**src/umi_pkg.sv**
```systemverilog
package umi_pkg;

    localparam int umi_aw        = 64;
    localparam int umi_idw       = 64;
    localparam int umi_odw       = 128;
    localparam int umi_out_bytes = 16;

    // Opcodes that may merge
    localparam logic [4:0] umi_opc_read      = 5'd1;
    localparam logic [4:0] umi_opc_read_resp = 5'd2;
    localparam logic [4:0] umi_opc_write     = 5'd3;
    localparam logic [4:0] umi_opc_write_resp = 5'd4;
    localparam logic [4:0] umi_opc_posted    = 5'd5;
    localparam logic [4:0] umi_opc_rdma      = 5'd7;

    // Command word, top bit first
    typedef struct packed {
        logic [4:0] hostid;
        logic [1:0] user;
        logic       ex;
        logic       eof;
        logic       eom;
        logic [1:0] prot;
        logic [3:0] qos;
        logic [7:0] len;
        logic [2:0] size;
        logic [4:0] opcode;
    } umi_cmd_t;

    typedef union packed {
        logic [31:0] raw;
        umi_cmd_t    f;
    } umi_cmd_u;

    typedef struct packed {
        umi_cmd_u           cmd;
        logic [umi_aw-1:0]  dstaddr;
        logic [umi_aw-1:0]  srcaddr;
        logic [umi_idw-1:0] data;
    } umi_in_pkt_t;

    typedef struct packed {
        umi_cmd_u           cmd;
        logic [umi_aw-1:0]  dstaddr;
        logic [umi_aw-1:0]  srcaddr;
        logic [umi_odw-1:0] data;
    } umi_out_pkt_t;

    // Held packet plus what ingress worked out about it
    typedef struct packed {
        umi_in_pkt_t pkt;
        logic [4:0]  bytes;
        logic        mergeable;
    } umi_stage_t;

endpackage

```
**src/umi_ingress.sv**
```systemverilog
`timescale 1ns/1ps

module umi_ingress (
    input  logic                 clk,
    input  logic                 nreset,
    input  logic                 in_valid,
    input  umi_pkg::umi_in_pkt_t in_pkt,
    output logic                 in_ready,
    input  logic                 stage_ready,
    output logic                 stage_valid,
    output umi_pkg::umi_stage_t  stage
);

    logic [1:0]                 reset_done;
    logic                       in_commit;
    logic                       stage_commit;
    logic [4:0]                 in_bytes;
    logic                       opc_ok;
    logic                       field_match;
    logic                       in_mergeable;

    umi_pkg::umi_in_pkt_t       held_pkt;
    logic [4:0]                 held_bytes;
    logic                       held_mergeable;
    logic [umi_pkg::umi_aw-1:0] next_dstaddr;
    logic [umi_pkg::umi_aw-1:0] next_srcaddr;

    // Hold off the source for two cycles after reset
    always_ff @(posedge clk or negedge nreset) begin
        if (!nreset) begin
            reset_done <= 2'b00;
        end else begin
            reset_done <= {reset_done[0], 1'b1};
        end
    end

    assign in_ready     = reset_done[1] & (~stage_valid | stage_ready);
    assign in_commit    = in_valid & in_ready;
    assign stage_commit = stage_valid & stage_ready;

    // 2^size * (len + 1)
    assign in_bytes = 5'((16'd1 << in_pkt.cmd.f.size) * ({8'd0, in_pkt.cmd.f.len} + 16'd1));

    always_comb begin
        case (in_pkt.cmd.f.opcode)
            umi_pkg::umi_opc_read,
            umi_pkg::umi_opc_read_resp,
            umi_pkg::umi_opc_write,
            umi_pkg::umi_opc_write_resp,
            umi_pkg::umi_opc_posted,
            umi_pkg::umi_opc_rdma:       opc_ok = 1'b1;
            default:                     opc_ok = 1'b0;
        endcase
    end

    // Compare against the last accepted packet
    assign field_match = (in_pkt.cmd.f.opcode == held_pkt.cmd.f.opcode) &
                         (in_pkt.cmd.f.size   == held_pkt.cmd.f.size) &
                         (in_pkt.cmd.f.qos    == held_pkt.cmd.f.qos) &
                         (in_pkt.cmd.f.prot   == held_pkt.cmd.f.prot) &
                         (in_pkt.cmd.f.eof    == held_pkt.cmd.f.eof) &
                         (in_pkt.cmd.f.user   == held_pkt.cmd.f.user) &
                         (in_pkt.cmd.f.hostid == held_pkt.cmd.f.hostid) &
                         (in_pkt.dstaddr == next_dstaddr) &
                         (in_pkt.srcaddr == next_srcaddr);

    // Only a packet arriving while the previous one is still held can continue it
    assign in_mergeable = opc_ok & field_match & ~in_pkt.cmd.f.ex & stage_valid;

    always_ff @(posedge clk or negedge nreset) begin
        if (!nreset) begin
            stage_valid    <= 1'b0;
            held_bytes     <= 5'd0;
            held_mergeable <= 1'b0;
        end else if (in_commit) begin
            stage_valid    <= 1'b1;
            held_bytes     <= in_bytes;
            held_mergeable <= in_mergeable;
        end else if (stage_commit) begin
            stage_valid    <= 1'b0;
            held_mergeable <= 1'b0;
        end
    end

    always_ff @(posedge clk) begin
        if (in_commit) begin
            held_pkt     <= in_pkt;
            next_dstaddr <= in_pkt.dstaddr + {59'd0, in_bytes};
            next_srcaddr <= in_pkt.srcaddr + {59'd0, in_bytes};
        end
    end

    assign stage = '{pkt: held_pkt, bytes: held_bytes, mergeable: held_mergeable};

    // First two edges after reset release take no packet
    a_no_commit_in_reset_delay: assert property (
        @(posedge clk) disable iff (!nreset)
        (!$past(nreset) || !$past(nreset, 2)) |-> !in_commit
    );

endmodule

```
**src/umi_merge_buffer.sv**
```systemverilog
`timescale 1ns/1ps

module umi_merge_buffer (
    input  logic                       clk,
    input  logic                       nreset,
    input  logic                       stage_valid,
    input  umi_pkg::umi_stage_t        stage,
    output logic                       stage_ready,
    input  logic                       out_eom,
    input  logic                       out_ready,
    output logic                       out_valid,
    output logic [umi_pkg::umi_odw-1:0] out_data,
    output logic [4:0]                 out_bytes,
    output logic                       first_load,
    output logic                       out_commit
);

    logic [4:0]                  byte_count;
    logic [5:0]                  byte_sum;
    logic                        overflow;
    logic                        stage_commit;
    logic                        buf_empty;
    logic [umi_pkg::umi_odw-1:0] byte_mask;
    logic [umi_pkg::umi_odw-1:0] stage_masked;
    logic [umi_pkg::umi_odw-1:0] stage_shifted;
    logic [umi_pkg::umi_odw-1:0] data_q;

    assign buf_empty = (byte_count == 5'd0);
    assign byte_sum  = {1'b0, byte_count} + {1'b0, stage.bytes};
    assign overflow  = (byte_sum > 6'(umi_pkg::umi_out_bytes));

    // Flush on group end, eom, or when the staged packet would not fit
    assign out_valid = ((~stage.mergeable | out_eom) & ~buf_empty) | overflow;
    assign out_commit = out_valid & out_ready;

    // A staged packet enters an empty or draining buffer, or continues an open group
    assign stage_ready = out_commit |
                         (stage.mergeable & ~out_eom & ~overflow) |
                         buf_empty;

    assign stage_commit = stage_valid & stage_ready;
    assign first_load   = stage_commit & (buf_empty | out_commit);

    // Keep only the valid bytes of the incoming data
    assign byte_mask     = ~({umi_pkg::umi_odw{1'b1}} << {stage.bytes, 3'b000});
    assign stage_masked  = {{(umi_pkg::umi_odw - umi_pkg::umi_idw){1'b0}}, stage.pkt.data} &
                           byte_mask;
    assign stage_shifted = stage_masked << {byte_count, 3'b000};

    always_ff @(posedge clk or negedge nreset) begin
        if (!nreset) begin
            byte_count <= 5'd0;
        end else if (first_load) begin
            byte_count <= stage.bytes;
        end else if (stage_commit) begin
            byte_count <= byte_sum[4:0];
        end else if (out_commit) begin
            byte_count <= 5'd0;
        end
    end

    // Restart from the staged packet, else append above the bytes already held
    always_ff @(posedge clk) begin
        if (first_load) begin
            data_q <= stage_masked;
        end else if (stage_commit) begin
            data_q <= data_q | stage_shifted;
        end
    end

    assign out_data  = data_q;
    assign out_bytes = byte_count;

    a_count_in_range: assert property (
        @(posedge clk) disable iff (!nreset)
        byte_count <= 5'(umi_pkg::umi_out_bytes)
    );

    a_out_hold: assert property (
        @(posedge clk) disable iff (!nreset)
        (out_valid && !out_ready) |=> (out_valid && $stable(out_data))
    );

endmodule

```
**src/umi_egress.sv**
```systemverilog
`timescale 1ns/1ps

module umi_egress (
    input  logic                  clk,
    input  logic                  nreset,
    input  umi_pkg::umi_stage_t   stage,
    input  logic                  stage_commit,
    input  logic                  first_load,
    input  logic [4:0]            out_bytes,
    output umi_pkg::umi_out_pkt_t out_pkt,
    output logic                  out_eom
);

    umi_pkg::umi_cmd_t          hdr_cmd;
    logic [umi_pkg::umi_aw-1:0] hdr_dstaddr;
    logic [umi_pkg::umi_aw-1:0] hdr_srcaddr;
    logic [7:0]                 merged_len;
    umi_pkg::umi_cmd_u          out_cmd;

    // Newest packet sets the command fields
    always_ff @(posedge clk or negedge nreset) begin
        if (!nreset) begin
            hdr_cmd <= '0;
        end else if (stage_commit) begin
            hdr_cmd <= stage.pkt.cmd.f;
        end
    end

    // Addresses come from the first packet of a group
    always_ff @(posedge clk) begin
        if (first_load) begin
            hdr_dstaddr <= stage.pkt.dstaddr;
            hdr_srcaddr <= stage.pkt.srcaddr;
        end
    end

    // Length in units of size, minus one
    assign merged_len = ({3'b000, out_bytes} >> hdr_cmd.size) - 8'd1;

    always_comb begin
        out_cmd.f     = hdr_cmd;
        out_cmd.f.len = merged_len;
    end

    assign out_eom = hdr_cmd.eom;

    // Data lanes are filled in by the merge buffer
    assign out_pkt = '{cmd:     out_cmd.raw,
                       dstaddr: hdr_dstaddr,
                       srcaddr: hdr_srcaddr,
                       data:    '0};

endmodule

```
**src/umi_packet_merge.sv**
```systemverilog
`timescale 1ns/1ps

module umi_packet_merge (
    input  logic                  clk,
    input  logic                  nreset,
    input  logic                  in_valid,
    input  umi_pkg::umi_in_pkt_t  in_pkt,
    output logic                  in_ready,
    output logic                  out_valid,
    output umi_pkg::umi_out_pkt_t out_pkt,
    input  logic                  out_ready
);

    umi_pkg::umi_stage_t         stage;
    logic                        stage_valid;
    logic                        stage_ready;
    logic                        stage_commit;
    logic                        first_load;
    logic                        out_eom;
    logic [4:0]                  out_bytes;
    logic [umi_pkg::umi_odw-1:0] out_data;
    umi_pkg::umi_out_pkt_t       hdr_pkt;

    assign stage_commit = stage_valid & stage_ready;

    umi_ingress i_umi_ingress (
        .clk         (clk),
        .nreset      (nreset),
        .in_valid    (in_valid),
        .in_pkt      (in_pkt),
        .in_ready    (in_ready),
        .stage_ready (stage_ready),
        .stage_valid (stage_valid),
        .stage       (stage)
    );

    umi_merge_buffer i_umi_merge_buffer (
        .clk         (clk),
        .nreset      (nreset),
        .stage_valid (stage_valid),
        .stage       (stage),
        .stage_ready (stage_ready),
        .out_eom     (out_eom),
        .out_ready   (out_ready),
        .out_valid   (out_valid),
        .out_data    (out_data),
        .out_bytes   (out_bytes),
        .first_load  (first_load),
        .out_commit  ()
    );

    umi_egress i_umi_egress (
        .clk          (clk),
        .nreset       (nreset),
        .stage        (stage),
        .stage_commit (stage_commit),
        .first_load   (first_load),
        .out_bytes    (out_bytes),
        .out_pkt      (hdr_pkt),
        .out_eom      (out_eom)
    );

    // Header from egress, data from the buffer
    assign out_pkt = '{cmd:     hdr_pkt.cmd,
                       dstaddr: hdr_pkt.dstaddr,
                       srcaddr: hdr_pkt.srcaddr,
                       data:    out_data};

endmodule

```
**config.mk**
```make
export PLATFORM = sky130hd
export DESIGN_NAME = umi_packet_merge
export DESIGN_NICKNAME = d
export VERILOG_FILES = /design/src/umi_pkg.sv /design/src/umi_ingress.sv /design/src/umi_merge_buffer.sv /design/src/umi_egress.sv /design/src/umi_packet_merge.sv
export SDC_FILE = /design/constraint.sdc
export NUM_CORES = 1
export LEC_CHECK = 0
export BUFFER_PORTS_ARGS = -buffer_cell sky130_fd_sc_hd__clkbuf_2
export CORE_MARGIN = 2
export CORE_UTILIZATION = 50
export CTS_CLUSTER_DIAMETER = 50
export CTS_CLUSTER_SIZE = 20
export DETAILED_ROUTE_END_ITERATION = 7
export PLACE_DENSITY_LB_ADDON = 0.15
export REMOVE_ABC_BUFFERS = 1
export SLEW_MARGIN = 20
export SYNTH_ARGS = -nofsm -noshare
export SYNTH_HDL_FRONTEND = slang
export SYNTH_HIERARCHICAL = 1
export SYNTH_SLANG_ARGS = --single-unit
```
**constraint.sdc**
```tcl
create_clock -name clk -period 15.5 [get_ports clk]
set_clock_uncertainty 0.05 [all_clocks]
set_input_delay 0.775 -clock clk [delete_from_list [all_inputs] [get_ports clk]]
set_output_delay 0.775 -clock clk [all_outputs]
set_load 0.01 [all_outputs]
```
==> flow_metrics.tcl, run 1 <==
set metrics [dict create \
    outcome "complete, no violations" \
    max-cap-violations 0 \
    postRouteAntennaNets 0 \
    slowest_delay_ns 0.87 \
    nNetsFinal 2976 \
    io_buffers 514 \
    reg2reg_slack_ns 9.00 \
    total_power_w 0.006587 \
    place_congestion 0.9777 \
    design_area_sq_um 35690 \
    die_h_microns 248.5 \
    vias 21925 \
    path_buf_inv 4 \
    regArea_sq_um 18970 \
    hold_class "in2async" \
    cts_buffers 70 \
    period_needed_ns 6.498 \
    syn-cell-area_sq_um 29890 \
    grt_usage 0.3247 \
    antenna_found_initial 17 \
    cts_tree "yes" \
    peakVddDrop_v 0.0001360 \
    syn_avg_cell_area_sq_um 13.50 \
    final_common_cell "edfxtp_1" \
    avgViaCountPerCell 6.160 \
    finalSetupViolations 0 \
    drc 0 \
    critPathTopFamily "buffers and inverters" \
    cts_resized 0 \
    drt-initial-drc-count 2281 \
    cts_setup_buffers 0 \
    nFillCells 4790 \
    placed_area_sq_um 33170 \
    hpwl_mm 75.01 \
    slew_violations 0 \
    clk_path_buf_depth 3 \
    crit_type "reg2reg" \
    row_count 89 \
    start_util 0.5065 \
    rsz0062_at_grt "no" \
    fin_ws_ns 9.002 \
    relSlewSlack 0.2080 \
    worstPathMaxFanout 132 \
    setup_tns_ns 0 \
    grt_pass1_wl_mm 148.0 \
    yosysWarnings 6 \
    coreArea_sq_um 59020 \
    fp.dieW_microns 248.5 \
    fin_crit_sh 0.4192 \
    cts_root_buf "clkbuf_16" \
    drt-wirelength-per-cell_microns 28.69 \
    num_io_pins 518 \
    grt_max_degree 185 \
    startpoint_type "flop" \
    multi_input_area_sq_um 10320 \
    wl_mm 102.1 \
    drive_gt1_frac 0.2739 \
    final_cell_mix "edfxtp_1 (600), clkbuf_2 (514), xnor2_1 (174), nand2_1 (163), nor2_1 (111)" \
    cts_hold_buffers 0 \
    grt_pass1_vias 21290 \
    cp.arrival_ns 6.69 \
    clkTransAtPathRegs_ns 0.08 \
    area_growth_pct 19.40 \
    htree_levels 3 \
    tightestPinTransition_ns 1.180 \
    critPathRequiredTime_ns 15.69 \
    crit_path_end_kind "flop" \
    worstPathCellList "ha_1, fa_1, or2_0, a2111oi_2, o311ai_2, nor2_4, or3_1, nand2b_1, and2_1, nand2_1, inv_8, buf_4, buf_12, buf_16" \
    overflow 0 \
    utilization 0.6048 \
    cp_slowest_cell "buf_4" \
    clock-sinks 638 \
    worstSkewPairLatency_ns 0.63 \
    cellPowerDensity_nw_per_um2 184.6 \
    final-hold-violation-count 0 \
    syn_inst 2215 \
    max_freq_mhz 153.9 \
    post-place-ws_ns 9.027 \
    leakage_nw 13.35 \
    die-area_sq_um 61760 \
    dr.pass1.iters 5 \
]
==> cell type report <==
class                      count  share of cell area
clock inverter                54             0.01879
clock buffer                  76             0.05055
multi-input combinational   1427              0.2890
sequential                   638              0.5315
antenna                        8           0.0005609
tap                          773             0.02710
timing repair buffer         531             0.07656
inverter                      52            0.005889
==> stage by stage <==
stage / hold WS (ns) / cells
after floorplan: 0.2812 / 2117
after global placement: 0.2836 / 3420
after detailed placement: 0.2881 / 3420
after CTS: 0.2298 / 3550
after global routing: 0.2339 / 3556
final: 0.2678 / 3559
==> path summary, 6_finish.rpt <==
kind	endpoint	cells after the start	from
worst max-delay path	i_umi_ingress/stage[20]	14	i_umi_ingress/held_bytes[0]
worst min-delay path	i_umi_egress/out_pkt[286]	2	nreset
worst max register to register	i_umi_ingress/stage[20]	14	i_umi_ingress/held_bytes[0]
worst min register to register	i_umi_ingress/reset_done[1]	0	i_umi_ingress/reset_done[0]
max in group asynchronous	i_umi_merge_buffer/out_bytes[2]	2	nreset
min in group clk	i_umi_ingress/stage[62]	1	in_pkt[56]
==> sequential cells by signal, indices dropped and copies added (netlist names), 23 cells and up <==
signal	cells
i_umi_ingress/stage	216
i_umi_egress/hdr_srcaddr	64
i_umi_egress/hdr_dstaddr	64
i_umi_merge_buffer/out_data	128
i_umi_ingress/next_srcaddr	64
i_umi_egress/out_pkt	23
i_umi_ingress/next_dstaddr	64
==> worst register-to-register path, cell delays in order, from the launching register on <==
cell and delay, ns:
dfrtp_1 0.67, ha_1 0.31, fa_1 0.46, or2_0 0.27, a2111oi_2 0.55, o311ai_2 0.23, nor2_4 0.23, or3_1 0.21
nand2b_1 0.17, and2_1 0.16, nand2_1 0.26, inv_8 0.56, buf_4 0.89, buf_12 0.41, buf_16 0.47
==> power breakdown <==
part	switching (W)	leakage, nW	internal, W
combinational	0.00147	6.06	0.000730
clock	0.000802	1.20	0.000952
sequential	0.000234	6.10	0.00240
==> per-layer routing <==
layer  track usage  up-vias  share of wire
li1              -     9540              -
met1        0.4233    10957           0.39
met2        0.5347     1192           0.49
met3       0.07202      218          0.087
met4        0.1189       18          0.039
met5             0        -         0.0012
No activity file was read; power rests on OpenSTA's default activity.
==> run 2, diff against run 1 <==
--- a/config.mk
+++ b/config.mk
@@ -5,6 +5,7 @@
 export SDC_FILE = /design/constraint.sdc
 export NUM_CORES = 1
 export LEC_CHECK = 0
+export ABC_AREA = 1
 export BUFFER_PORTS_ARGS = -buffer_cell sky130_fd_sc_hd__clkbuf_2
 export CORE_MARGIN = 2
 export CORE_UTILIZATION = 50
==> constraint.sdc (replaced) <==
create_clock -name clk -period 6.3 [get_ports clk]
set_clock_uncertainty 0.05 [all_clocks]
set_input_delay 0.315 -clock clk [delete_from_list [all_inputs] [get_ports clk]]
set_output_delay 0.315 -clock clk [all_outputs]
set_load 0.01 [all_outputs]
==> flow_metrics.tcl, run 2 <==
set metrics [dict create \
    outcome "complete, no violations" \
    period_needed_ns 5.374 \
    final_cell_mix "nand2_1 (954), edfxtp_1 (600), clkbuf_2 (513), nand3_1 (374), inv_1 (325)" \
    fin_ws_ns 0.9262 \
    final_common_cell "nand2_1" \
    dr.pass1.iters 6 \
    relSlewSlack 0.2720 \
    clk_path_buf_depth 3 \
    hold_class "in2reg" \
    die-area_sq_um 67700 \
    start_util 0.5073 \
    crit_type "in2reg" \
    coreArea_sq_um 64700 \
    worstPathMaxFanout 6 \
    grt_max_degree 113 \
    wl_mm 103.8 \
    place_congestion 0.9329 \
    num_io_pins 518 \
    max-cap-violations 0 \
    cp.arrival_ns 5.70 \
    avgViaCountPerCell 5.381 \
    tightestPinTransition_ns 1.092 \
    max_freq_mhz 186.1 \
    syn_avg_cell_area_sq_um 9.577 \
    post-place-ws_ns 0.7307 \
    placed_area_sq_um 36210 \
    hold_slack_ns 0.02931 \
    row_count 93 \
    worstSkewPairLatency_ns 0.63 \
    finalSetupViolations 0 \
    startpoint_type "primary input" \
    yosysWarnings 6 \
    syn_inst 3427 \
    overflow 0 \
    drt-wirelength-per-cell_microns 20.52 \
    fp.dieW_microns 260.2 \
    reg2reg_slack_ns 2.13 \
    htree_levels 3 \
    design_area_sq_um 40890 \
    cts_tree "yes" \
    postRouteAntennaNets 0 \
    grt_usage 0.3038 \
    final-hold-violation-count 0 \
    area_growth_pct 24.59 \
    crit_path_end_kind "flop" \
    fin_crit_sh 0.8530 \
    drc 0 \
    die_h_microns 260.2 \
    nNetsFinal 4394 \
    setup_tns_ns 0 \
    antenna_found_initial 7 \
    clkTransAtPathRegs_ns 0.07 \
    grt_pass1_vias 26327 \
    cts_root_buf "clkbuf_16" \
    syn-cell-area_sq_um 32820 \
    rsz0062_at_grt "no" \
    vias 27210 \
    critPathRequiredTime_ns 6.63 \
    grt_pass1_wl_mm 155.7 \
    hpwl_mm 70.90 \
    slew_violations 0 \
    cts_buffers 75 \
    drt-initial-drc-count 2642 \
    cellPowerDensity_nw_per_um2 442.5 \
    io_buffers 514 \
    leakage_nw 17.49 \
    peakVddDrop_v 0.0003922 \
    cts_resized 0 \
    largest_register_ffs 216 \
    drive_gt1_frac 0.1868 \
    total_power_w 0.01809 \
    clock-sinks 638 \
]
[run 2: worst max-delay path: stages]
cell	delay, ns
dlygate4sd3_1	0.53
clkbuf_2	0.18
inv_1	0.08
nor3_1	0.23
inv_1	0.12
nor2_1	0.13
ha_1	0.26
ha_1	0.28
inv_1	0.05
fa_1	0.53
inv_1	0.05
fa_1	0.42
xor2_1	0.17
xor2_1	0.22
nand3_1	0.13
nand2_1	0.08
nand2_1	0.06
and2_1	0.22
ha_1	0.37
nand2_1	0.22
inv_1	0.10
o21ai_0	0.08
nand2_1	0.06
nand2_1	0.10
nand2_1	0.25
nand4_1	0.27
xnor2_1	0.20
[run 2: path summary, 6_finish.rpt]
check,cells after the start,to,startpoint
worst min register to register,0,i_umi_ingress/reset_done[1],i_umi_ingress/reset_done[0]
worst min-delay path,1,i_umi_ingress/stage[142],in_pkt[136]
min in group asynchronous,2,i_umi_egress/out_pkt[274],nreset
worst max register to register,13,i_umi_merge_buffer/out_data[3],i_umi_ingress/held_bytes[0]
max in group asynchronous,2,i_umi_merge_buffer/out_bytes[0],nreset
worst max-delay path,27,i_umi_ingress/next_dstaddr[58],in_pkt[197]
[run 2: what timing repair did]
item                                    4_1_cts  5_1_grt
endpoints found under the hold margin       253        0
endpoints found under the setup margin        0        0
hold buffers                                210        0
buffers inserted                              0        0
[run 2: power by group]
part           internal, W  leakage, nW  switching (W)
sequential         0.00627         6.08       0.000548
combinational      0.00208         10.2        0.00474
clock              0.00247         1.26        0.00199
total               0.0108         17.5        0.00728
[run 2: layer usage]
metal	vias up	routed length, microns	track usage
met4	6	4593	0.1344
li1	12926	-	-
met1	12768	41160	0.3983
met3	262	9622	0.06043
met5	-	41	0
met2	1248	48350	0.4906
[run 2: layout make-up]
type                            count  area [sq um]
Timing Repair Buffer              748          4942
Multi-Input combinational cell   2335         12040
Tap cell                          855          1070
Sequential cell                   638         18970
Clock buffer                       82          1977
Clock inverter                     55         584.3
Inverter                          340          1294
Fill cell                        5354         23810
Antenna cell                        4         10.01
[run 2: stage by stage]
stage / utilization / cells
floorplan: - / 3313
global placement: 0.5598 / 4706
detailed placement: 0.5598 / 4706
CTS: 0.6318 / 5053
global route: 0.6320 / 5056
finish: 0.6320 / 5057
